--- config.mk ---
export PLATFORM = sky130hd
export DESIGN_NAME = adc_sample_fifo
export DESIGN_NICKNAME = d
export VERILOG_FILES = /design/src/adc_cfg_pkg.sv /design/src/adc_sample_fifo.sv
export SDC_FILE = /design/constraint.sdc
export NUM_CORES = 1
export LEC_CHECK = 0
export BUFFER_PORTS_ARGS = -buffer_cell sky130_fd_sc_hd__buf_4
export CORE_MARGIN = 4
export CORE_UTILIZATION = 55
export CTS_BUF_LIST = sky130_fd_sc_hd__clkbuf_4
export CTS_CLUSTER_SIZE = 25
export DETAILED_ROUTE_END_ITERATION = 7
export PLACE_DENSITY_LB_ADDON = 0.1
export RECOVER_POWER = 50
export SLEW_MARGIN = 20
export SYNTH_ARGS = -nofsm -noshare
export SYNTH_HDL_FRONTEND = slang
export SYNTH_SLANG_ARGS = --single-unit
--- constraint.sdc ---
create_clock -name clk_32m -period 3.9 [get_ports clk_32m]
set_clock_uncertainty 0.1 [all_clocks]
set_input_delay 0.78 -clock clk_32m [delete_from_list [all_inputs] [get_ports clk_32m]]
set_output_delay 0.78 -clock clk_32m [all_outputs]
set_load 0.02 [all_outputs]
--- src/adc_cfg_pkg.sv ---
//##########################################################################
// configuration constants for the adc controller
// channel count and converter sample width
// sample fifo depth and level width
// round counter width and the conversion mode opcodes
//##########################################################################
package adc_cfg_pkg;

	// converter side
	localparam int NUM_CH = 8;
	localparam int SAMPLE_W = 10;

	// sample fifo, level must hold FIFO_DEPTH
	localparam int FIFO_DEPTH = 16;
	localparam int LEVEL_W = 5;

	localparam int ROUND_W = 16;

	typedef enum logic [1:0]
	{
		mode_single      = 2'd0,
		mode_continuous  = 2'd1,
		mode_scan        = 2'd2,
		mode_scan_rounds = 2'd3
	} adc_mode_e;

endpackage
--- src/adc_sample_fifo.sv ---
//##########################################################################
// synchronous sample fifo on a register array
// level count with half and full threshold interrupts
// read data and valid one cycle after rd_en
//##########################################################################
`timescale 1ns/1ps
module adc_sample_fifo #(
	parameter int FIFO_DEPTH = adc_cfg_pkg::FIFO_DEPTH
) (
	input  logic                             clk_32m,
	input  logic                             rstb,
	input  logic                             wr_en,
	input  logic [adc_cfg_pkg::SAMPLE_W-1:0] din,
	input  logic                             rd_en,
	input  logic [adc_cfg_pkg::LEVEL_W-1:0]  half_level,
	input  logic [adc_cfg_pkg::LEVEL_W-1:0]  full_level,
	output logic [adc_cfg_pkg::SAMPLE_W-1:0] dout,
	output logic                             valid,
	output logic                             empty,
	output logic                             full,
	output logic [adc_cfg_pkg::LEVEL_W-1:0]  level,
	output logic                             half_irq,
	output logic                             full_irq
);

	import adc_cfg_pkg::*;

	localparam int PTR_W = (FIFO_DEPTH > 1) ? $clog2(FIFO_DEPTH) : 1;

	logic [SAMPLE_W-1:0] mem [FIFO_DEPTH];
	logic [PTR_W-1:0] wr_ptr;
	logic [PTR_W-1:0] rd_ptr;
	logic wr_ok;
	logic rd_ok;

	function automatic logic [PTR_W-1:0] ptr_inc(input logic [PTR_W-1:0] ptr);
		if (ptr == PTR_W'(FIFO_DEPTH - 1))
			return '0;
		return ptr + 1'b1;
	endfunction

	assign empty = (level == '0);
	assign full = (level == LEVEL_W'(FIFO_DEPTH));
	assign wr_ok = wr_en && !full;
	assign rd_ok = rd_en && !empty;

	always_ff @(posedge clk_32m or negedge rstb)
	begin
		if (!rstb)
		begin
			wr_ptr <= '0;
			rd_ptr <= '0;
			level <= '0;
			valid <= 1'b0;
			half_irq <= 1'b0;
			full_irq <= 1'b0;
		end
		else
		begin
			if (wr_ok)
				wr_ptr <= ptr_inc(wr_ptr);
			if (rd_ok)
				rd_ptr <= ptr_inc(rd_ptr);
			// simultaneous read and write leave the level unchanged
			if (wr_ok && !rd_ok)
				level <= level + 1'b1;
			else if (rd_ok && !wr_ok)
				level <= level - 1'b1;
			valid <= rd_ok;
			half_irq <= (level >= half_level);
			full_irq <= (level >= full_level);
		end
	end

	always_ff @(posedge clk_32m)
	begin
		if (wr_ok)
			mem[wr_ptr] <= din;
		if (rd_ok)
			dout <= mem[rd_ptr];
	end

	a_level_bound: assert property (
		@(posedge clk_32m) disable iff (!rstb) level <= LEVEL_W'(FIFO_DEPTH)
	) else $error("fifo level above depth");

endmodule

# --- Yosys cells after proc, flatten, opt, wreduce, memory -nomap -nowiden ---
# Memories as Yosys holds them, arrays and structs flattened. A register that Yosys moved wholly into a read port is not among the register bits.
# Cells that the tools add are included.
word_totals:
  reg_bits: 16
  latchBits: 0
  ramBits: 160
  rom_bits: 0
  in_bits: 24
  output_inout_bits: 20
  wordCells: 38
  mem_count: 1
classes:
  n_addsub: 4
  n_mul: 0
  div_mod_pow: 0
  n_lt_le_gt_ge: 2
  eq_ne: 3
  shift: 0
  mux: 12
  n_bitwise: 0
  n_reduce_logical: 10
mem_list:
  columns: ["memory", "depth", "width", "read_ports", "rd_ports_with_merged_regs", "wr", "line", "text"]
  rows:
  - ["mem", 16, 10, 1, 1, 1, "adc_sample_fifo.sv:30", "logic [SAMPLE_W-1:0] mem [FIFO_DEPTH];"]
op_table:
  columns: ["operator", "count"]
  rows:
  - ["4-bit 2-to-1 mux", 4]
  - ["5-bit >= comparator", 2]
  - ["5-bit 2-to-1 mux", 2]
  - ["4-bit by 1-bit adder with 4-bit output, second input constant", 2]
  - ["4-bit equality test, second input constant", 2]
  - ["1-bit 2-to-1 mux", 6]
  - ["5-bit by 1-bit adder with 5-bit output, second input constant", 1]
  - ["5-bit equality test, second input constant", 1]
  - ["5-bit zero test", 1]
  - ["5-bit by 1-bit subtractor with 5-bit output, second input constant", 1]
  - ["1-bit logical AND", 4]
  - ["1-bit zero test", 4]
  - ["2-bit nonzero test", 1]

# --- Depth between registers and ports, before layout ---
depth:
  depth_word: 7
  depth_mapped: 11
  mapped_depth_nobuf: 10

# --- Least setup slack after synthesis ---
# Ideal clock, no wire load.
synth_path:
  path_type: "reg2reg"
  start: "reg level[1] (netlist name)"
  end: "reg level[4] (netlist name)"
  arrival_time_ns: 2.701
  setup_slack_ns: 0.963
  path_stages_with_launch: 12
  period_less_slack_ns: 2.937
  path_cell_list: "dfrtp_1 -> or4_4 -> nor2_4 -> nor2b_2 -> buf_6 -> ha_1 -> inv_1 -> ha_1 -> a21o_1 -> a21oi_1 -> mux2i_1 -> xnor2_1"
synth_via:
  elab_chain_len: 6
  word_cells_on_any_way: 15
  classes_between: "2 x add/sub; 1 x eq/ne; 2 x mux; 10 x reduce/logical"
synth_rtl:
  columns: ["item", "line", "text"]
  rows:
  - ["start, declared", "adc_sample_fifo.sv:21", "output logic [adc_cfg_pkg::LEVEL_W-1:0] level,"]
  - ["start signal, assigned", "adc_sample_fifo.sv:66", "level <= level + 1'b1;"]
  - ["start signal, assigned", "adc_sample_fifo.sv:68", "level <= level - 1'b1;"]
  - ["5-bit equality test *", "adc_sample_fifo.sv:43", "assign full = (level == LEVEL_W'(FIFO_DEPTH));"]
  - ["net full", "adc_sample_fifo.sv:20", "output logic full,"]
  - ["1-bit zero test *", "adc_sample_fifo.sv:44", "assign wr_ok = wr_en && !full;"]
  - ["1-bit logical AND *", "adc_sample_fifo.sv:44", null]
  - ["net wr_ok", "adc_sample_fifo.sv:33", "logic wr_ok;"]
  - ["1-bit zero test", "adc_sample_fifo.sv:67", "else if (rd_ok && !wr_ok)"]
  - ["1-bit logical AND", "adc_sample_fifo.sv:67", null]
  - ["2-bit nonzero test (no line)", null, null]
# Mark *: on every way through the listed nets, which the timed path passes. The rest lies on a longest branch. The select of a mux whose other input is x is not followed.
# A chain may end at the register's enable or synchronous reset.

# --- Worst setup path after layout ---
layout_path:
  start: "reg level[1] (netlist name)"
  end: "reg level[4] (netlist name)"
layout_via:
  elab_chain_len: 6
  word_cells_on_any_way: 15
  classes_between: "2 x add/sub; 1 x eq/ne; 2 x mux; 10 x reduce/logical"
layout_rtl:
  columns: ["item"]
  rows:
  - ["branches (longest 6 deep; another with 5-bit by 1-bit subtractor with 5-bit output)"]
# Parallel ways; which one is timed is not known. The select of a mux whose other input is x is not followed.

==> results.sh <==
export IMPL_status="finished clean"
export IMPL_drtPass1Iterations=4
export IMPL_floorplan_initialDensity_pct=56.7
export IMPL_synth_edff_count=170
export IMPL_synth_nets=463
export IMPL_fin_worst_hold_slack_ps=412
export IMPL_final_setup_tns_ps=0
export IMPL_power_ir_vdd_worst_uv=438
export IMPL_syn_cell_area_mm2=0.00757
export IMPL_grt_pass1_wl_mm=23.5
export IMPL_clock_sink_count=186
export IMPL_post_synth_inst_count=418
export IMPL_synth_most_common_cell="sky130_fd_sc_hd__edfxtp_1"
export IMPL_finalInstanceArea_mm2=0.00838
export IMPL_synth_commonest_cells="sky130_fd_sc_hd__edfxtp_1 (170), sky130_fd_sc_hd__mux4_2 (29), sky130_fd_sc_hd__mux2i_1 (21)"
export IMPL_path_clk_slew_ps=150
export IMPL_synthArstFlopShare_pct=8.60
export IMPL_syn_area_per_cell_um2=18.1
export IMPL_post_route_drc_count=0
export IMPL_htreeDepth=4
export IMPL_hold_class="primary input to register"
export IMPL_setup_viol=0
export IMPL_share_of_the_yosys_chip_area_belonging_to_registers_pct=72.7
export IMPL_timing_max_transition_violations_final=0
export IMPL_antenna_found_initial=0
export IMPL_nNetsFinal=525
export IMPL_synth_area_leaders="sky130_fd_sc_hd__edfxtp_1 (67%), sky130_fd_sc_hd__mux4_2 (8.6%), sky130_fd_sc_hd__dfrtp_1 (5.3%)"
export IMPL_maximum_number_of_pins_on_one_net_before_global_route_repair=38
export IMPL_finalWeightedCongestion=0.910
export IMPL_placement_rows=42
export IMPL_yosys_warnings=0
export IMPL_synth_main_ff_cell="sky130_fd_sc_hd__edfxtp_1"
export IMPL_io_pin_count=44
export IMPL_dp_final_hpwl_mm=9.69
export IMPL_n_antenna_cell=0
export IMPL_grt_pass1_vias=3953
export IMPL_synthToLayoutAreaGrowth_pct=10.7
export IMPL_hold_buffers=1
export IMPL_synth_area_leader_cell="sky130_fd_sc_hd__edfxtp_1"
export IMPL_regToRegEndpoint="level[4]"
export IMPL_worstMarginPinSlew_ps=1150
export IMPL_worstPathArrival_ps=3550
export IMPL_io_buffers=43
export IMPL_post_cts_resized=0
export IMPL_critical_path_class="register to register"
export IMPL_hold_depth=4
export IMPL_worst_setup_path_end_kind="register"
export IMPL_route_detailed_vias_per_inst=5.85
export IMPL_clock_root_buffer="sky130_fd_sc_hd__clkbuf_4"
export IMPL_worstRegToRegCells=10
export IMPL_achievable_frequency_ghz=0.319
export IMPL_critPathLaunch="level[1]"
export IMPL_final_hold_violation_count=0
export IMPL_postCtsSetupRepairBufs=0
export IMPL_core_area_mm2=0.0133
export IMPL_cts_max_path_buffers=2
export IMPL_synth_cell_types=40
export IMPL_drt_antenna_violating_nets=0
export IMPL_max_cap_violations=0
export IMPL_grt_ovfl_total=0
export IMPL_power_leakage_nw=2.92
export IMPL_maxSlewHeadroom_pct=23.0
export IMPL_fill_cells=1008
export IMPL_period_minus_slack_ps=3130
export IMPL_routed_via_count=3916
export IMPL_synth_seq_cells=186
export IMPL_die_w_um=125
export IMPL_final_min_period_over_clock_period_pct=80.3
export IMPL_grt_setup_unrepaired="false"
export IMPL_crit_path_max_fanout=11
export IMPL_route_detailed_wl_per_inst_um=22.3
export IMPL_die_outline_area_mm2=0.0157
export IMPL_clock_tree_from_tritoncts="done"
export IMPL_rr_startpoint="level[1]"
export IMPL_wirelength_mm=14.9
export IMPL_worst_ep_required_time_ps=4320
export IMPL_detailed_place_area_mm2=0.00814
export IMPL_synthDominantCellAreaShare_pct=67.4
export IMPL_die_h_um=125
export IMPL_hold_path_end="rd_ptr[1]"
export IMPL_regToRegSetupSlack_ps=770
export IMPL_drt_iter0_drc=371
export IMPL_power_per_cell_area_mw_per_mm2=682
export IMPL_grt_util_all_layers_pct=20.2
export IMPL_ratio_of_cells_with_drive_above_1_in_the_final_layout_pct=23.1
export IMPL_critPathLaunchType="register"
export IMPL_holdCritStartpoint="rd_en"
export IMPL_clock_insertion_delay_worst_skew_ps=580
export IMPL_numCtsBuffers=17
==> kinds of logic after synthesis <==
family	after synthesis	synth area share, %
xor+xnor	6	0.694
fa+ha+maj	21	3.57
simple gates	56	3.55
flops	186	72.7
mux	51	11.7
buf+inv	36	2.43
compound gates	62	5.30
==> through the flow <==
stage	util, %	instances	setup slack [ps]	total power [mW]
3_5_place_dp	61.0	636	991	4.76
2_1_floorplan	-	418	963	4.11
4_1_cts	63.2	669	958	5.79
3_3_place_gp	61.0	636	1080	4.72
5_1_grt	62.8	669	566	6.06
6_report	62.8	669	768	5.72
==> worst max-delay path: stages (launching register included) <==
cell                      delay, ps
sky130_fd_sc_hd__dfrtp_1        480
sky130_fd_sc_hd__or4_1          640
sky130_fd_sc_hd__nor2_1         190
sky130_fd_sc_hd__nor2b_1        190
sky130_fd_sc_hd__ha_1           300
sky130_fd_sc_hd__inv_1          160
sky130_fd_sc_hd__ha_1           280
sky130_fd_sc_hd__a21o_1         190
sky130_fd_sc_hd__a21oi_1        170
sky130_fd_sc_hd__mux2i_1        240
sky130_fd_sc_hd__xnor2_1        130
==> cells in the final DEF (no fill, tap or decap), types with 10 or more instances in the layout <==
| master | n |
|---|---|
| sky130_fd_sc_hd__inv_1 | 18 |
| sky130_fd_sc_hd__edfxtp_1 | 170 |
| sky130_fd_sc_hd__o21ai_1 | 13 |
| sky130_fd_sc_hd__clkbuf_1 | 12 |
| sky130_fd_sc_hd__nor2_1 | 21 |
| sky130_fd_sc_hd__a22oi_1 | 10 |
| sky130_fd_sc_hd__clkbuf_4 | 19 |
| sky130_fd_sc_hd__ha_1 | 20 |
| sky130_fd_sc_hd__buf_4 | 47 |
| sky130_fd_sc_hd__a21oi_1 | 17 |
| sky130_fd_sc_hd__dfrtp_1 | 15 |
| sky130_fd_sc_hd__mux4_2 | 29 |
| sky130_fd_sc_hd__nand2_1 | 15 |
| sky130_fd_sc_hd__a221oi_1 | 10 |
| sky130_fd_sc_hd__mux2i_1 | 21 |
==> sequential cells by signal (all words and copies together) (netlist names) <==
register and flops:
rd_ptr 4, dout 10, valid 1, wr_ptr 4, level 5, full_irq 1, half_irq 1, mem 160
==> per-layer routing <==
metal  global-route usage [%]  routed length (µm)  up-vias
met3                     5.33                 786        8
met5                        0                   0        -
met2                     31.9                7490      123
met1                     28.7                6490     2001
met4                     4.97                 137        0
li1                         -                   -     1784
==> layout make-up <==
class	count	area (µm²)	share of cell area, %
sequential	186	5510	65.7
multi-input combinational	196	1870	22.3
timing repair buffer	61	428	5.11
tap	176	220	2.63
clock inverter	13	146	1.75
clock buffer	19	143	1.70
inverter	18	67.6	0.806
==> worst max path at each step <==
stage	end	slack (ps)	depth (start not counted)
6_report	level[4]	770	10
5_1_grt	level[4]	570	10
4_1_cts	level[4]	960	10
3_5_place_dp	level[4]	990	10
3_3_place_gp	level[4]	1080	9
2_1_floorplan	level[4]	960	11
==> report_power, final <==
part	total, mW	internal (mW)	switching (mW)
clock	1.05	0.400	0.645
combinational	1.92	0.847	1.07
sequential	2.75	2.50	0.249
total	5.72	3.75	1.97
Note: power is estimated with default switching activity, not from simulation.
