--- src/adc_seq_pkg.sv ---
//##########################################################################
// conversion sequencer state encoding
//##########################################################################
package adc_seq_pkg;

	localparam int SEQ_STATE_W = 3;

	typedef enum logic [SEQ_STATE_W-1:0]
	{
		st_idle         = 3'd0,
		st_convert      = 3'd1,
		st_select_wait  = 3'd2,
		st_advance      = 3'd3,
		st_advance_wait = 3'd4,
		st_round        = 3'd5
	} seq_state_e;

endpackage

--- src/adc_cfg_pkg.sv ---
//##########################################################################
// configuration constants for the adc controller
// channel count and converter sample width
// sample fifo depth and level width
// round counter width and the conversion mode opcodes
//##########################################################################
package adc_cfg_pkg;

	// converter side
	localparam int NUM_CH = 8;
	localparam int SAMPLE_W = 10;

	// sample fifo, level must hold FIFO_DEPTH
	localparam int FIFO_DEPTH = 16;
	localparam int LEVEL_W = 5;

	localparam int ROUND_W = 16;

	typedef enum logic [1:0]
	{
		mode_single      = 2'd0,
		mode_continuous  = 2'd1,
		mode_scan        = 2'd2,
		mode_scan_rounds = 2'd3
	} adc_mode_e;

endpackage
--- src/adc_sequencer.sv ---
//##########################################################################
// conversion sequencer
// state machine for single, continuous, scan and counted scan modes
// round counter for counted scans
// last-sample register with its strobe
//##########################################################################
`timescale 1ns/1ps
module adc_sequencer (
	input  logic                             clk_32m,
	input  logic                             rstb,
	input  adc_cfg_pkg::adc_mode_e           mode,
	input  logic [adc_cfg_pkg::ROUND_W-1:0]  round_num,
	input  logic                             start_sync,
	input  logic                             start_rise,
	input  logic                             ckout_fall,
	input  logic                             full_irq,
	input  logic                             at_first,
	input  logic [adc_cfg_pkg::SAMPLE_W-1:0] adc_dout,
	output logic                             adc_start,
	output logic                             chan_load,
	output logic                             chan_advance,
	output logic [adc_cfg_pkg::SAMPLE_W-1:0] sample,
	output logic                             sample_valid
);

	import adc_cfg_pkg::*;
	import adc_seq_pkg::*;

	seq_state_e state;
	seq_state_e state_next;
	logic [ROUND_W-1:0] round_cnt;
	logic capture;
	logic sample_settle;
	logic fifo_busy;

	assign capture = (state == st_convert) && start_sync && ckout_fall;

	// full_irq trails a write by two cycles, hold off until it has caught up
	assign fifo_busy = sample_valid | sample_settle;

	always_comb
	begin
		state_next = state;
		case (state)
			st_idle:
				if (start_rise && !full_irq)
					state_next = st_convert;
			st_convert:
				if (ckout_fall)
				begin
					case (mode)
						mode_single:     state_next = st_idle;
						mode_continuous: state_next = st_select_wait;
						default:         state_next = st_advance;
					endcase
				end
			st_select_wait:
				if (!fifo_busy && !full_irq)
					state_next = st_convert;
			st_advance, st_advance_wait:
				if (!fifo_busy && !full_irq)
					state_next = st_round;
				else
					state_next = st_advance_wait;
			st_round:
				// back on the first channel means a round is done
				if (!at_first)
					state_next = st_convert;
				else if (mode == mode_scan_rounds && round_cnt < round_num)
					state_next = st_convert;
				else
					state_next = st_idle;
			default:
				state_next = st_idle;
		endcase
		// dropping start aborts from anywhere
		if (!start_sync)
			state_next = st_idle;
	end

	assign chan_load = (state == st_idle) && (state_next == st_convert);
	assign chan_advance = (state == st_advance);

	always_ff @(posedge clk_32m or negedge rstb)
	begin
		if (!rstb)
		begin
			state <= st_idle;
			adc_start <= 1'b0;
			sample_valid <= 1'b0;
			sample_settle <= 1'b0;
		end
		else
		begin
			state <= state_next;
			adc_start <= (state_next == st_convert);
			sample_valid <= capture;
			sample_settle <= sample_valid;
		end
	end

	always_ff @(posedge clk_32m or negedge rstb)
	begin
		if (!rstb)
			round_cnt <= '0;
		else if (state == st_idle)
			round_cnt <= '0;
		else if (state == st_round && at_first && state_next == st_convert)
			round_cnt <= round_cnt + 1'b1;
	end

	always_ff @(posedge clk_32m)
	begin
		if (capture)
			sample <= adc_dout;
	end

	a_start_only_in_convert: assert property (
		@(posedge clk_32m) disable iff (!rstb) (state != st_convert) |-> !adc_start
	) else $error("adc_start high outside st_convert");

endmodule

--- config.mk ---
export PLATFORM = sky130hd
export DESIGN_NAME = adc_sequencer
export DESIGN_NICKNAME = d
export VERILOG_FILES = /design/src/adc_seq_pkg.sv /design/src/adc_cfg_pkg.sv /design/src/adc_sequencer.sv
export SDC_FILE = /design/constraint.sdc
export NUM_CORES = 1
export LEC_CHECK = 0
export BUFFER_PORTS_ARGS = -buffer_cell sky130_fd_sc_hd__buf_2
export CORE_MARGIN = 5
export CORE_UTILIZATION = 55
export CTS_CLUSTER_SIZE = 20
export DETAILED_ROUTE_END_ITERATION = 10
export HOLD_SLACK_MARGIN = 0.1
export PLACE_DENSITY = 0.84
export SYNTH_ARGS = -nofsm -noshare
export SYNTH_HDL_FRONTEND = slang
export SYNTH_SLANG_ARGS = --single-unit
--- constraint.sdc ---
create_clock -name clk_32m -period 6.3 [get_ports clk_32m]
set_input_delay 0 -clock clk_32m [delete_from_list [all_inputs] [get_ports clk_32m]]
set_output_delay 0 -clock clk_32m [all_outputs]
set_load 0.01 [all_outputs]
==> Word-level counts from Yosys, hierarchy flattened <==
Index checks and enable logic that the tools add are counted.
{ "op_classes": {"n_lt_le_gt_ge": 1, "add_sub_neg": 1, "n_div": 0, "n_reduce_logical": 14, "mul": 0, "n_shift": 0, "mux": 11, "eq_ne": 8, "bitwise_logic": 1} }
{ "op_table": {"columns": ["op", "count"], "rows": [
  ["2-to-1 mux 16 bit", 2],
  ["adder 16 x 1 -> 16 bit (second input constant)", 1],
  ["less-than comparator 16 bit", 1],
  ["one-hot mux 3 bit (5 select lines)", 1],
  ["2-to-1 mux 3 bit", 4],
  ["logical AND 1 bit", 8],
  ["== test 3 x 1 -> 1 bit (second input constant)", 2],
  ["== test 3 x 2 -> 1 bit (second input constant)", 2],
  ["== test 3 bit (second input constant)", 2],
  ["one-hot mux 2 bit (2 select lines)", 1],
  ["logical NOT 3 bit", 1],
  ["2-to-1 mux 1 bit", 3],
  ["== test 2 x 1 -> 1 bit (second input constant)", 1],
  ["== test 2 bit (second input constant)", 1],
  ["logical NOT 1 bit", 2],
  ["logical NOT 2 bit", 1],
  ["nonzero test 2 bit", 1],
  ["OR reduction 2 bit", 1],
  ["bitwise OR 1 bit", 1]
]} }
{ "totals": {"mem_bits_rw": 0, "latch_bits": 0, "romBits": 0, "inputBits": 35, "mem_count": 0, "out_inout_bits": 14, "regBits": 32, "word_cells": 42} }

==> Longest topological paths before layout <==
{ "logic_depth": {"word_depth": 10, "ltp_mapped": 9, "mapped_depth_nobuf": 8} }

==> Least setup slack after synthesis <==
OpenSTA, ideal clock, no wires.
{ "synth_timing": {"path_type": "reg2reg", "startpoint": "register round_cnt[13]", "endpoint": "register round_cnt[13]", "path_slack_ns": 4.282, "setup_time_ns": 0.118, "synth_period_minus_slack_ns": 2.018, "path_buffers": 1, "t_arrival_ns": 1.900, "t_required_ns": 6.182, "stages_incl_launch_ff": 9, "cell_sequence": "dfrtp_1 ha_1 nand4_1 nor3_1 or4b_4 nand4_4 buf_2 a21oi_1 a21o_1"} }
{ "synth_between": {"elab_chain_len": 9, "word_cells_on_any_way": 12, "cone_classes": "add/sub (1); order compare (1); eq/ne (1); mux (6); reduce/logical (3)"} }
{ "synth_rtl": {"columns": ["item", "line_no", "rtl"], "rows": [
  ["from (decl)", "adc_sequencer.sv:31", "logic [ROUND_W-1:0] round_cnt;"],
  ["from (signal assigned)", "adc_sequencer.sv:109", "round_cnt <= round_cnt + 1'b1;"],
  ["less-than comparator 16 bit", "adc_sequencer.sv:69", "else if (mode == mode_scan_rounds && round_cnt < round_num)"],
  ["logical AND 1 bit", "adc_sequencer.sv:69", null],
  ["2-to-1 mux 1 bit", "adc_sequencer.sv:69", null],
  ["2-to-1 mux 1 bit", "adc_sequencer.sv:67", "if (!at_first)"],
  ["one-hot mux 3 bit (5 select lines)", "adc_sequencer.sv:44", "case (state)"],
  ["2-to-1 mux 3 bit", "adc_sequencer.sv:77", "if (!start_sync)"],
  ["== test 3 x 1 -> 1 bit", "adc_sequencer.sv:108", "else if (state == st_round && at_first && state_next == st_convert)"],
  ["logical AND 1 bit", "adc_sequencer.sv:108", null],
  ["nonzero test 2 bit (no source line)", null, null]
]} }
Parallel ways exist; a longest one is shown, timed or not. The select of a mux whose other input is x is not followed.
A chain may end at the register's enable or synchronous reset.

==> Worst setup path in the final report <==
{ "layout_timing": {"startpoint": "register round_cnt[13]", "endpoint": "output chan_load"} }
{ "layout_between": {"elab_chain_len": 8} }
{ "layout_rtl": {"columns": ["item", "line_no", "rtl"], "rows": [
  ["less-than comparator 16 bit", "adc_sequencer.sv:69", null],
  ["logical AND 1 bit", "adc_sequencer.sv:69", null],
  ["2-to-1 mux 1 bit", "adc_sequencer.sv:69", null],
  ["2-to-1 mux 1 bit", "adc_sequencer.sv:67", null],
  ["one-hot mux 3 bit (5 select lines)", "adc_sequencer.sv:44", null],
  ["2-to-1 mux 3 bit", "adc_sequencer.sv:77", null],
  ["== test 3 x 1 -> 1 bit", "adc_sequencer.sv:81", "assign chan_load = (state == st_idle) && (state_next == st_convert);"],
  ["logical AND 1 bit", "adc_sequencer.sv:81", null],
  ["to (decl)", "adc_sequencer.sv:20", "output logic chan_load,"]
]} }
Every way passes these cells.

==> flow_summary.yaml <==
outcome:
  status: "complete, no violations"
logic_synthesis:
  synth_edf_count: 10
  synth_top_family_by_area: "simple AND/OR/NAND/NOR gates"
  synth_simple_gate_area_share_pct: 21.7
  synth_area_leaders: "dfrtp_1 28%, edfxtp_1 15%, ha_1 10%"
  syn_nets: 242
  synth_top_area_share_pct: 28.3
  synth_area_um2: 1940
  ys_warn_count: 0
  yosys.area.top_type: "dfrtp_1"
  syn_inst: 191
  synthArstFlopShare_pct: 68.8
  synthAdderAreaFrac_pct: 10.3
  yosysSeqAreaShare_pct: 43.8
  synth.distinct_cells: 45
  synth_xor_xnor_area_share_pct: 0.450
  synth-compound-area-share_pct: 19.2
  synthFlopType: "dfrtp_1"
  synth-seq-cells: 32
  synthMuxAreaShare_pct: 0
  syn_area_per_cell_um2: 10.2
placement:
  port_buffers: 48
  dp_hpwl_mm: 3.27
  dp.cells: 281
  post-place-ws_ns: 3.88
  gp_congestion: 0.779
detailed_routing:
  route.detailed.drc: 0
  wl_per_cell_um: 14.6
  drtIter0Drc: 130
  vias: 1671
  ant_nets: 0
  via_per_inst: 5.50
  wl_mm: 4.43
  drt_pre_antenna_iters: 4
final_layout:
  finalNetCount: 308
  final_cells: 304
  drive_gt1_share_pct: 26.0
  insertedDiodeCount: 0
  syn2layout_area_growth_pct: 24.3
worst_setup_path:
  worstReg2RegStart: "round_cnt[13]"
  cp_cell_sequence: "ha_1, nand4_1, nor3_1, or4b_4, a31oi_2, a2111oi_4, and2_1, buf_2"
  cp.required_ns: 6.30
  cp_max_fo: 6
  reg2reg_slack_ns: 3.84
  crit_buf_inv: 1
  crit_family: "simple AND/OR/NAND/NOR gates"
  crit_slowest_cell: "or4b_4"
  cp-start-kind: "flop"
  critical_path_class: "flop to output pin"
  crit_path_end_kind: "output pin"
  r2r_cells: 7
  crit_arrival_ns: 2.60
  r2r_end: "round_cnt[6]"
  cp_slowest_stage_delay_ns: 0.51
clock_tree:
  cts_tree: "done"
  clk_latency_ns: 0.33
  htree_levels: 2
  postCtsSetupRepairBufs: 0
  cts-root-buf: "clkbuf_4"
  cts_sinks: 32
  numCtsBuffers: 5
  clockBufferDepth: 2
  clk_pin_slew_ns: 0.10
die:
  die_w_um: 69.5
  die-area_um2: 4820
  die_h_um: 69.5
  placementRows: 21
  core_area_um2: 3390
  start_util_pct: 57.4
  io_pins: 49
global_routing:
  grt_pass1_wl_mm: 6.96
  grt_start_max_net_pins: 25
  antenna_found_initial: 0
  grt_util_all_layers_pct: 18.2
  grt_overflow: 0
  grt_pass1_vias: 1547
worst_hold_path:
  hold_path_class: "input pin to async pin"
pwr:
  p_sw_share_pct: 24.2
  pwr-share-comb_pct: 12.7
  pwr-share-clk_pct: 29.0
  p_int_uw: 283
  switchingPower_uw: 90.6
  peakVddDrop_v: 0.000108
  pwr-share-seq_pct: 58.3
  p_leak_nw: 1.18
  power_uw: 374
  powerDensity_nw_per_um2: 155
timing:
  slew_violations: 0
  relSlewSlack_pct: 66.1
  setup_violations: 0
  rsz0062_at_grt: "no"
  finalSetupTns_ns: 0
  max_freq_ghz: 0.384
  worstMarginPinSlew_ns: 0.508
  fin_ws_ns: 3.70
  hold_violations: 0
  fin_skew_ns: 0.0116
  post-route-period-util_pct: 41.3
  period_needed_ns: 2.60
run:
  max_cap_viol_count: 0
[cells by family (layout without fill, tap and decap cells)]
logic type | after synthesis | count (layout)
adder cells (fa/ha/maj) | 16 | 16
buffers and inverters | 21 | 88
XOR/XNOR | 1 | 1
AND/OR/NAND/NOR | 70 | 70
AO/OA/AOI/OAI | 51 | 51
flip-flops | 32 | 32
[final cells by class]
class,count,area (um^2)
multi-input cells,138,1000
fillers,237,972
flip-flops and latches,32,851
repair buffers,63,390
inverters,17,63.8
well taps,46,57.6
clock buffers,7,45.0
clock inverters,1,5.00
[power groups by stage]
stage	registers, mW	logic (mW)	clock network [mW]
after floorplan	0.223	0.0200	0
after global placement	0.222	0.0391	0
after detailed placement	0.222	0.0405	0
after CTS	0.218	0.0476	0.111
after global routing	0.218	0.0528	0.121
final	0.218	0.0474	0.108
[sequential cells by signal, summed over array words and instances, names as in the netlist]
name,flops
adc_start,1
round_cnt,16
sample,10
sample_settle,1
sample_valid,1
state,3
[through the flow]
| stage | utilization, % | hold WS (ns) | instance area (um^2) |
|---|---|---|---|
| 2_1_floorplan | - | -0.296 | 1940 |
| 3_3_place_gp | 65.4 | -0.0170 | 2220 |
| 3_5_place_dp | 65.4 | -0.0127 | 2220 |
| 4_1_cts | 71.3 | 0.148 | 2420 |
| 5_1_grt | 71.3 | 0.196 | 2420 |
| 6_report | 71.3 | 0.152 | 2420 |
[placed cells by master, fill, tap and decap left out, drive strengths merged, types with 9 or more instances in the layout]
cell and instances:
nand3 12, ha 16, nand2b 10, a21o 9, a21oi 13, dfrtp 22
nand2 13, buf 48, dlygate4sd3 15, inv 17, o21ai 12, edfxtp 10
[how the worst max path moves through the flow]
| stage | slack, ns | startpoint | to | depth (start not counted) |
|---|---|---|---|---|
| 2_1_floorplan | 4.28 | round_cnt[13] | round_cnt[13] | 8 |
| 3_3_place_gp | 3.96 | round_cnt[11] | round_cnt[4] | 7 |
| 3_5_place_dp | 3.88 | round_cnt[13] | round_cnt[11] | 7 |
| 4_1_cts | 3.68 | round_cnt[13] | chan_load | 8 |
| 5_1_grt | 3.60 | round_cnt[9] | chan_load | 8 |
| 6_report | 3.70 | round_cnt[13] | chan_load | 8 |
[timing repair]
action / in CTS / in global routing
endpoints found under the hold margin: 36 / 0
resized for setup: 0 / 0
hold buffers: 15 / 0
[routing by layer]
layer | share of wire (%) | global-route usage [%]
met2 | 52 | 32.9
met4 | 1.5 | 6.29
met3 | 5.1 | 4.35
met5 | 0 | 0
met1 | 41 | 20.6
[cells in the mapped netlist (all sizes together) (2+ instances only)]
cell type and count:
o41ai 3, a21o 9, nand3 12, nand2 13, buf 3, inv 17
and3 4, o311ai 3, nor3b 2, a31oi 2, edfxtp 10, dfrtp 22
a21boi 2, nor2 4, o211ai 2, nand4 5, nand2b 10, a21oi 13
o21ai 12, ha 16, or3 4, or2 3, and2 2, nor3 6
a2111oi 2
Power figures use the tool's default switching activity.
