[config.mk]
export PLATFORM = sky130hd
export DESIGN_NAME = adc_edge_sync
export DESIGN_NICKNAME = d
export VERILOG_FILES = /design/src/adc_edge_sync.sv
export SDC_FILE = /design/constraint.sdc
export NUM_CORES = 1
export LEC_CHECK = 0
export BUFFER_PORTS_ARGS = -buffer_cell sky130_fd_sc_hd__buf_4
export CAP_MARGIN = 15
export CELL_PAD_IN_SITES_DETAIL_PLACEMENT = 2
export CELL_PAD_IN_SITES_GLOBAL_PLACEMENT = 2
export CORE_AREA = 5 5 42 44
export CTS_BUF_LIST = sky130_fd_sc_hd__clkbuf_4 sky130_fd_sc_hd__clkbuf_8
export CTS_CLUSTER_DIAMETER = 50
export DETAILED_ROUTE_END_ITERATION = 10
export DIE_AREA = 0 0 47 49
export PLACE_DENSITY_LB_ADDON = 0.1
export SLEW_MARGIN = 20
export SYNTH_ARGS = -nofsm -noshare
export SYNTH_HDL_FRONTEND = slang
export SYNTH_SLANG_ARGS = --single-unit
[constraint.sdc]
create_clock -name clk_32m -period 0.9 [get_ports clk_32m]
set_input_delay 0.045 -clock clk_32m [delete_from_list [all_inputs] [get_ports clk_32m]]
set_output_delay 0.045 -clock clk_32m [all_outputs]
set_load 0.01 [all_outputs]
[src/adc_edge_sync.sv]
//##########################################################################
// input synchronizer for the start request and the converter done clock
// rising edge pulse on start, falling edge pulse on adc_ckout
//##########################################################################
`timescale 1ns/1ps
module adc_edge_sync (
	input  logic clk_32m,
	input  logic rstb,
	input  logic start,
	input  logic adc_ckout,
	output logic start_sync,
	output logic start_rise,
	output logic ckout_fall
);

	// bit 0 carries start, bit 1 carries adc_ckout
	logic [1:0] sync_r0;
	logic [1:0] sync_r1;
	logic [1:0] sync_r2;

	always_ff @(posedge clk_32m or negedge rstb)
	begin
		if (!rstb)
		begin
			sync_r0 <= '0;
			sync_r1 <= '0;
			sync_r2 <= '0;
			start_rise <= 1'b0;
			ckout_fall <= 1'b0;
		end
		else
		begin
			sync_r0 <= {adc_ckout, start};
			sync_r1 <= sync_r0;
			sync_r2 <= sync_r1;
			start_rise <= sync_r1[0] & ~sync_r2[0];
			ckout_fall <= ~sync_r1[1] & sync_r2[1];
		end
	end

	assign start_sync = sync_r1[0];

	a_start_rise_single: assert property (
		@(posedge clk_32m) disable iff (!rstb) start_rise |=> !start_rise
	) else $error("start_rise longer than one cycle");

	a_ckout_fall_single: assert property (
		@(posedge clk_32m) disable iff (!rstb) ckout_fall |=> !ckout_fall
	) else $error("ckout_fall longer than one cycle");

endmodule

# Yosys cells after proc, flatten, opt, wreduce, memory -nomap -nowiden
# Cells that the tools add are included.
# op_classes
n_bitwise,4
# ops
cell,count
1-bit bitwise AND,2
1-bit NOT,2
# word_totals
ff_bits,8
inputBits,4
out_inout_bits,3
wordCells,9

# Logic depth before layout (Yosys ltp)
# Gate-level depths: netlist (run 1).
# logic_depth
depth_word,2
depth_mapped,1
mapped_depth_nobuf,1

# Worst setup path before layout (run 1)
# No wires, ideal clock.
# synth_path
path_type,flip-flop to flip-flop
startpoint,reg sync_r1[0]
endpoint,reg start_rise
setup_time_ns,0.117
arrival_time_ns,0.528
required_time_ns,0.783
slack_ns,0.255
path_stages_with_launch,2
n_path_buf,0
period_less_slack_ns,0.645
cell_sequence,dfrtp_1 -> nor2b_4
# synth_between
elab_chain_len,1
# synth_rtl
item,line_no,rtl
"start, declared",18,logic [1:0] sync_r1;
"start signal, assigned",34,sync_r1 <= sync_r0;
1-bit bitwise AND,36,start_rise <= sync_r1[0] & ~sync_r2[0];
"end signal, assigned",36,
"end, declared",12,"output logic start_rise,"
# No other way between the ends.

# Worst setup path after layout (run 1)
# layout_path
startpoint,reg sync_r1[0]
endpoint,out start_sync
# layout_rtl
item,line_no,rtl
"end, declared",11,"output logic start_sync,"
# No word-level cell between the ends.

==> results of run 1 <==
[worst max-delay path by stage]
stage | cells after the start | slack [ps] | end | startpoint
finish | 1 | 70 | start_sync | sync_r1[0]$_DFF_PN0_
global route | 1 | 40 | start_sync | sync_r1[0]$_DFF_PN0_
CTS | 1 | 60 | start_sync | sync_r1[0]$_DFF_PN0_
detailed placement | 1 | 280 | start_rise$_DFF_PN0_ | sync_r1[0]$_DFF_PN0_
global placement | 1 | 290 | start_rise$_DFF_PN0_ | sync_r1[0]$_DFF_PN0_
floorplan | 1 | 260 | start_rise$_DFF_PN0_ | sync_r1[0]$_DFF_PN0_
[power groups by stage]
stage | sequential, W | clock [W] | combinational (W)
CTS | 0.000387 | 0.000279 | 0.0000497
finish | 0.000387 | 0.000261 | 0.0000480
floorplan | 0.000396 | 0 | 0.00000759
global route | 0.000389 | 0.000296 | 0.0000534
detailed placement | 0.000394 | 0 | 0.0000396
global placement | 0.000393 | 0 | 0.0000391
[per-stage QoR]
| step | cells | utilization |
|---|---|---|
| final | 38 | 0.2464 |
| after global routing | 38 | 0.2464 |
| after CTS | 38 | 0.2464 |
| after detailed placement | 32 | 0.2089 |
| after global placement | 32 | 0.2089 |
| after floorplan | 10 | - |
[layout make-up]
type / count / area, um2
Clock buffer: 3 / 22.52
Fill cell: 161 / 1056
Sequential cell: 8 / 200.2
Multi-Input combinational cell: 2 / 27.53
Tap cell: 16 / 20.02
Timing Repair Buffer: 9 / 75.07
[cells in the mapped netlist, drive strengths merged]
library cell	count
dfrtp	8
nor2b	2
[routing by layer]
| layer | share of wire | up-vias | global-route usage |
|---|---|---|---|
| li1 | - | 55 | - |
| met3 | 0.18 | 0 | 0.02583 |
| met5 | 0 | - | 0 |
| met2 | 0.41 | 7 | 0.04751 |
| met1 | 0.40 | 61 | 0.04072 |
| met4 | 0 | 0 | 0.05530 |
[cell families (layout without fill, tap and decap cells)]
family | Yosys count | in the layout | share of synthesized area
flip-flops | 8 | 8 | 0.8791
AND/OR/NAND/NOR | 2 | 2 | 0.1209
buffers and inverters | 0 | 12 | 0
[timing repair]
item | CTS | global route
setup buffers | 0 | 0
hold endpoints to repair | 10 | 0
gates resized for setup | 0 | 0
hold buffers | 3 | 0
[flip-flops by register name (all words and copies together) (netlist names)]
| signal | flops |
|---|---|
| start_rise | 1 |
| sync_r1 | 2 |
| sync_r0 | 2 |
| sync_r2 | 2 |
| ckout_fall | 1 |
==> parameters.txt, run 1 <==
Parameter                              Value

Logic synthesis
  Number of library cell types mapped by synthesis    2
  Synth area leader    sky130_fd_sc_hd__dfrtp_1
  Area share of the largest cell type after synthesis    0.8791
  Register bit count reported by yosys    8
  Avg Synthesized Cell Area    22.77 um2
  Syn_nets    14
  Gate count after technology mapping    10
  Warning count from the yosys run    0
  Post-synthesis instance area    227.7 um2
  Top post-synthesis cells by area    sky130_fd_sc_hd__dfrtp_1 (88%), sky130_fd_sc_hd__nor2b_4 (12%)
  Sequential element share of the synthesized area    0.8791

CTS
  Buffer cell driving the clock tree root    sky130_fd_sc_hd__clkbuf_4
  Maximum buffer depth of the clock tree    2
  Clock tree from TritonCTS    built
  Number of sinks handled by clock tree synthesis    8
  H-tree depth reported by CTS    1
  CTS buffer count    3
  Worst skew pair latency    240 ps
  Post-CTS clock slew at the launch and capture registers of the worst setup and hold paths    50 ps

Setup path
  Kind of cell adding the most delay to the critical path    flip-flops
  Peak per-stage delay on the critical path    390 ps
  Critical-path maximum fanout    3
  Element type at the critical path start    flop
  Crit path kind    flop to primary output
  Slowest cell on crit path    sky130_fd_sc_hd__dfrtp_1
  Type of destination of the critical path    primary output
  Reg-to-reg startpoint    sync_r1[0]$_DFF_PN0_
  Buffers and inverters on the worst path    1
  Crit path arrival time    780 ps
  Reg-to-reg critical path endpoint    start_rise$_DFF_PN0_
  Worst reg-to-reg setup slack    280 ps
  Worst path cell trace    buf_4
  Reg2reg path depth    1
  Data required time of the critical path    850 ps

Pwr
  Switch share    0.1924
  Switching power of the nets    0.0001338 W
  Clock share of power    0.375
  Final total power    0.0006958 W
  Static leakage    0.1660 nW
  Power share of the sequential group    0.556
  Power per standard cell area    2015 nW/um2
  Logic pwr share    0.069
  Worst IR drop on VDD    0.4446 mV
  Internal power contribution    0.0005619 W

STA
  Setup TNS    0 ps
  Setup Skew    0.2607 ps
  Slew at the pin closest to its max-slew limit    123.6 ps
  Crit path setup slack, layout    71.73 ps
  Maximum clock rate    1207 MHz
  RSZ-0062 raised after global routing    no
  Post-layout min period    828.3 ps
  Number of max-slew violations in the final report    0
  Tcrit/Tclk final    0.9203
  Final worst hold slack    150.9 ps
  Count of endpoints failing hold in the final timing report    0
  Number of setup violations in the final report    0
  Normalized max-slew margin    0.9176

Cells and area
  Finished Cell Area    345.3 um2
  Top library cells by usage in the layout, fill and taps aside    sky130_fd_sc_hd__dfrtp_1 (8), sky130_fd_sc_hd__buf_4 (6), sky130_fd_sc_hd__clkbuf_4 (3), sky130_fd_sc_hd__dlygate4sd3_1 (3), sky130_fd_sc_hd__nor2b_4 (2)
  Area grow syn2layout    51.65%
  Final layout net count    28
  Most common library cell in the layout ignoring fill and taps    sky130_fd_sc_hd__dfrtp_1
  Diodes inserted    0
  Share of cells above drive strength 1    0.5000

Place
  Gp weighted congestion    0.5568
  PortBufs    6
  Post-DP Area    292.8 um2
  Placement Setup Slack    279.3 ps

Floorplan
  Number of primary I/O pins    7
  Chip Height    49 um
  Core outline area    1401 um2
  Initial core utilization    0.1625
  Die footprint    2303 um2
  Width of the chip    47 um
  Number of rows in the core area    14

Drt
  DR pass1 iterations    2
  Post-DRT Antenna Nets    0
  Average vias per placed instance    3.237
  DRC    0
  Routed wire length    335 um
  DRC violation total after the first TritonRoute iteration    2
  Routed len/inst    8.816 um
  Vias    123

Outcome
  Run status    finished clean

Global routing
  Wire length of the first global-routing pass    614 um
  Number of global-route vias before repair    152
  Overall global routing resource usage    0.04122
  Total congestion overflow after global routing    0
  Antenna violations before repair    0
  Largest net degree at the start of global routing    9

Min path
  Hold Crit Class    primary input to asynchronous set/reset pin

Flow run
  Maximum capacitance violations    0
No activity file was read; power rests on OpenSTA's default activity.
==> run 2: changes to the inputs <==
--- a/config.mk
+++ b/config.mk
@@ -15,6 +15,7 @@
 export DETAILED_ROUTE_END_ITERATION = 10
 export DIE_AREA = 0 0 47 49
 export PLACE_DENSITY_LB_ADDON = 0.1
+export RECOVER_POWER = 25
 export SLEW_MARGIN = 20
 export SYNTH_ARGS = -nofsm -noshare
 export SYNTH_HDL_FRONTEND = slang
==> run 2 against run 1 <==
Count of clock-buffer cells in the layout unchanged; routed wire length down 0.60%; flip-flop and latch count unchanged; clock power about the same; non-clock buffer count unchanged; first-iteration DRC count unchanged; critical path type unchanged; largest power group unchanged; highest routed layer unchanged.
==> parameters.txt, run 2 (synthesized netlist as in run 1, its figures left out) <==
Parameter                              Value

Outcome
  Run status    finished clean

Global routing
  Number of global-route vias before repair    152
  Met1 routing resource usage after global routing    0.04072
  Antenna violations before repair    0
  Wire length of the first global-routing pass    614 um
  Overall global routing resource usage    0.04122
  Total congestion overflow after global routing    0
  Layer with the highest usage    met4
  Global routing usage on met3    0.02583
  Largest net degree at the start of global routing    9
  Fraction of met2 tracks used by global routing    0.04751

Setup path
  Worst path cell trace    buf_4
  Kind of cell adding the most delay to the critical path    flip-flops
  Slowest cell on crit path    sky130_fd_sc_hd__dfrtp_1
  Type of destination of the critical path    primary output
  Total stage count of the critical path    1
  Element type at the critical path start    flop
  Critical-path maximum fanout    3
  Peak per-stage delay on the critical path    390 ps
  Reg2reg path depth    1
  Data required time of the critical path    850 ps
  Buffers and inverters on the worst path    1
  Crit path arrival time    780 ps
  Crit path kind    flop to primary output
  Worst reg-to-reg setup slack    280 ps

STA
  Number of max-slew violations in the final report    0
  Setup TNS    0 ps
  Setup Skew    0.2607 ps
  Slew at the pin closest to its max-slew limit    423.3 ps
  Tcrit/Tclk final    0.9176
  Number of setup violations in the final report    0
  Post-layout min period    825.8 ps
  Count of endpoints failing hold in the final timing report    0
  Maximum clock rate    1211 MHz
  Normalized max-slew margin    0.7178
  RSZ-0062 raised after global routing    no

Floorplan
  Core outline area    1401 um2
  Die footprint    2303 um2
  Initial core utilization    0.1625
  Number of rows in the core area    14
  Chip Height    49 um
  Number of primary I/O pins    7
  Width of the chip    47 um

CTS
  Buffer cell driving the clock tree root    sky130_fd_sc_hd__clkbuf_4
  Maximum buffer depth of the clock tree    2
  CTS buffer count    3
  Worst skew pair latency    240 ps
  H-tree depth reported by CTS    1
  Number of post-CTS setup repair buffers    0
  Post-CTS clock slew at the launch and capture registers of the worst setup and hold paths    50 ps
  Number of resized instances in the post-cts repair step    0
  Clock tree from TritonCTS    built
  Number of sinks handled by clock tree synthesis    8

Place
  PortBufs    6
  Gp weighted congestion    0.5568

Pwr
  Static leakage    0.1624 nW
  Switch share    0.1928
  Switching power of the nets    0.0001338 W
  Logic pwr share    0.066
  Clock share of power    0.376
  Power share of the sequential group    0.558
  Worst IR drop on VDD    0.4446 mV
  Power per standard cell area    2031 nW/um2
  Internal power contribution    0.0005599 W

Drt
  Routed wire length    333 um
  Average vias per placed instance    3.237
  Post-DRT Antenna Nets    0
  Routed len/inst    8.763 um
  DR pass1 iterations    2
  DRC    0
  Vias    123
  DRC violation total after the first TritonRoute iteration    2

Flow run
  Maximum capacitance violations    0

Cells and area
  Combined area of the multi-input logic cells    27.53 um2
  Most common library cell in the layout ignoring fill and taps    sky130_fd_sc_hd__dfrtp_1
  Final core utilization    0.2438
  Fill cell count    162
  Share of cells above drive strength 1    0.4545
  Final layout net count    28
  Diodes inserted    0
  Area grow syn2layout    50.00%
  Top library cells by usage in the layout, fill and taps aside    sky130_fd_sc_hd__dfrtp_1 (8), sky130_fd_sc_hd__buf_4 (5), sky130_fd_sc_hd__clkbuf_4 (3), sky130_fd_sc_hd__dlygate4sd3_1 (3), sky130_fd_sc_hd__nor2b_4 (2)
  Footprint of the flip-flops and latches    200.2 um2
  Top Registers    sync_r0 x2, sync_r1 x2, sync_r2 x2

Min path
  Hold Crit Class    primary input to asynchronous set/reset pin
==> run 2: worst paths after layout <==
kind,startpoint,to
max,sync_r1[0]$_DFF_PN0_,start_sync
min,rstb,sync_r1[1]$_DFF_PN0_
max reg2reg,sync_r1[0]$_DFF_PN0_,start_rise$_DFF_PN0_
min reg2reg,sync_r0[1]$_DFF_PN0_,sync_r1[1]$_DFF_PN0_
max in group asynchronous,rstb,start_rise$_DFF_PN0_
min in group clk_32m,sync_r0[1]$_DFF_PN0_,sync_r1[1]$_DFF_PN0_
==> run 2: layout make-up <==
cell class | instances | area share
Sequential cell | 8 | 0.5861
Tap cell | 16 | 0.05861
Timing Repair Buffer | 9 | 0.2088
Multi-Input combinational cell | 2 | 0.08059
Clock buffer | 3 | 0.06593
==> run 2: per-stage QoR <==
step	worst slack [ps]	total power [W]	cell area, um2	hold slack, ps	cells
after floorplan	255.2	0.0004034	227.7	-250.6	10
after global placement	285.8	0.0004317	292.8	-133.1	32
after detailed placement	279.3	0.0004334	292.8	-130.9	32
after CTS	58.81	0.0007158	345.3	144.6	38
after global routing	38.98	0.0007360	341.6	290.2	38
final	74.20	0.0006937	341.6	242.3	38
==> run 2: power groups by stage <==
stage | logic (W) | registers, W | clock network, W
floorplan | 0.00000759 | 0.000396 | 0
global placement | 0.0000391 | 0.000393 | 0
detailed placement | 0.0000396 | 0.000394 | 0
CTS | 0.0000497 | 0.000387 | 0.000279
global route | 0.0000513 | 0.000389 | 0.000296
finish | 0.0000459 | 0.000387 | 0.000261
==> run 2: metal layers <==
layer | vias to the layer above | routed length, um
met5 | - | 0
met4 | 0 | 0
met3 | 0 | 61
met2 | 7 | 140
met1 | 61 | 131
li1 | 55 | -
==> run 2: repair_timing <==
item | CTS | global route
hold buffers | 3 | 0
hold endpoints to repair | 10 | 0
endpoints found under the setup margin | 0 | 0
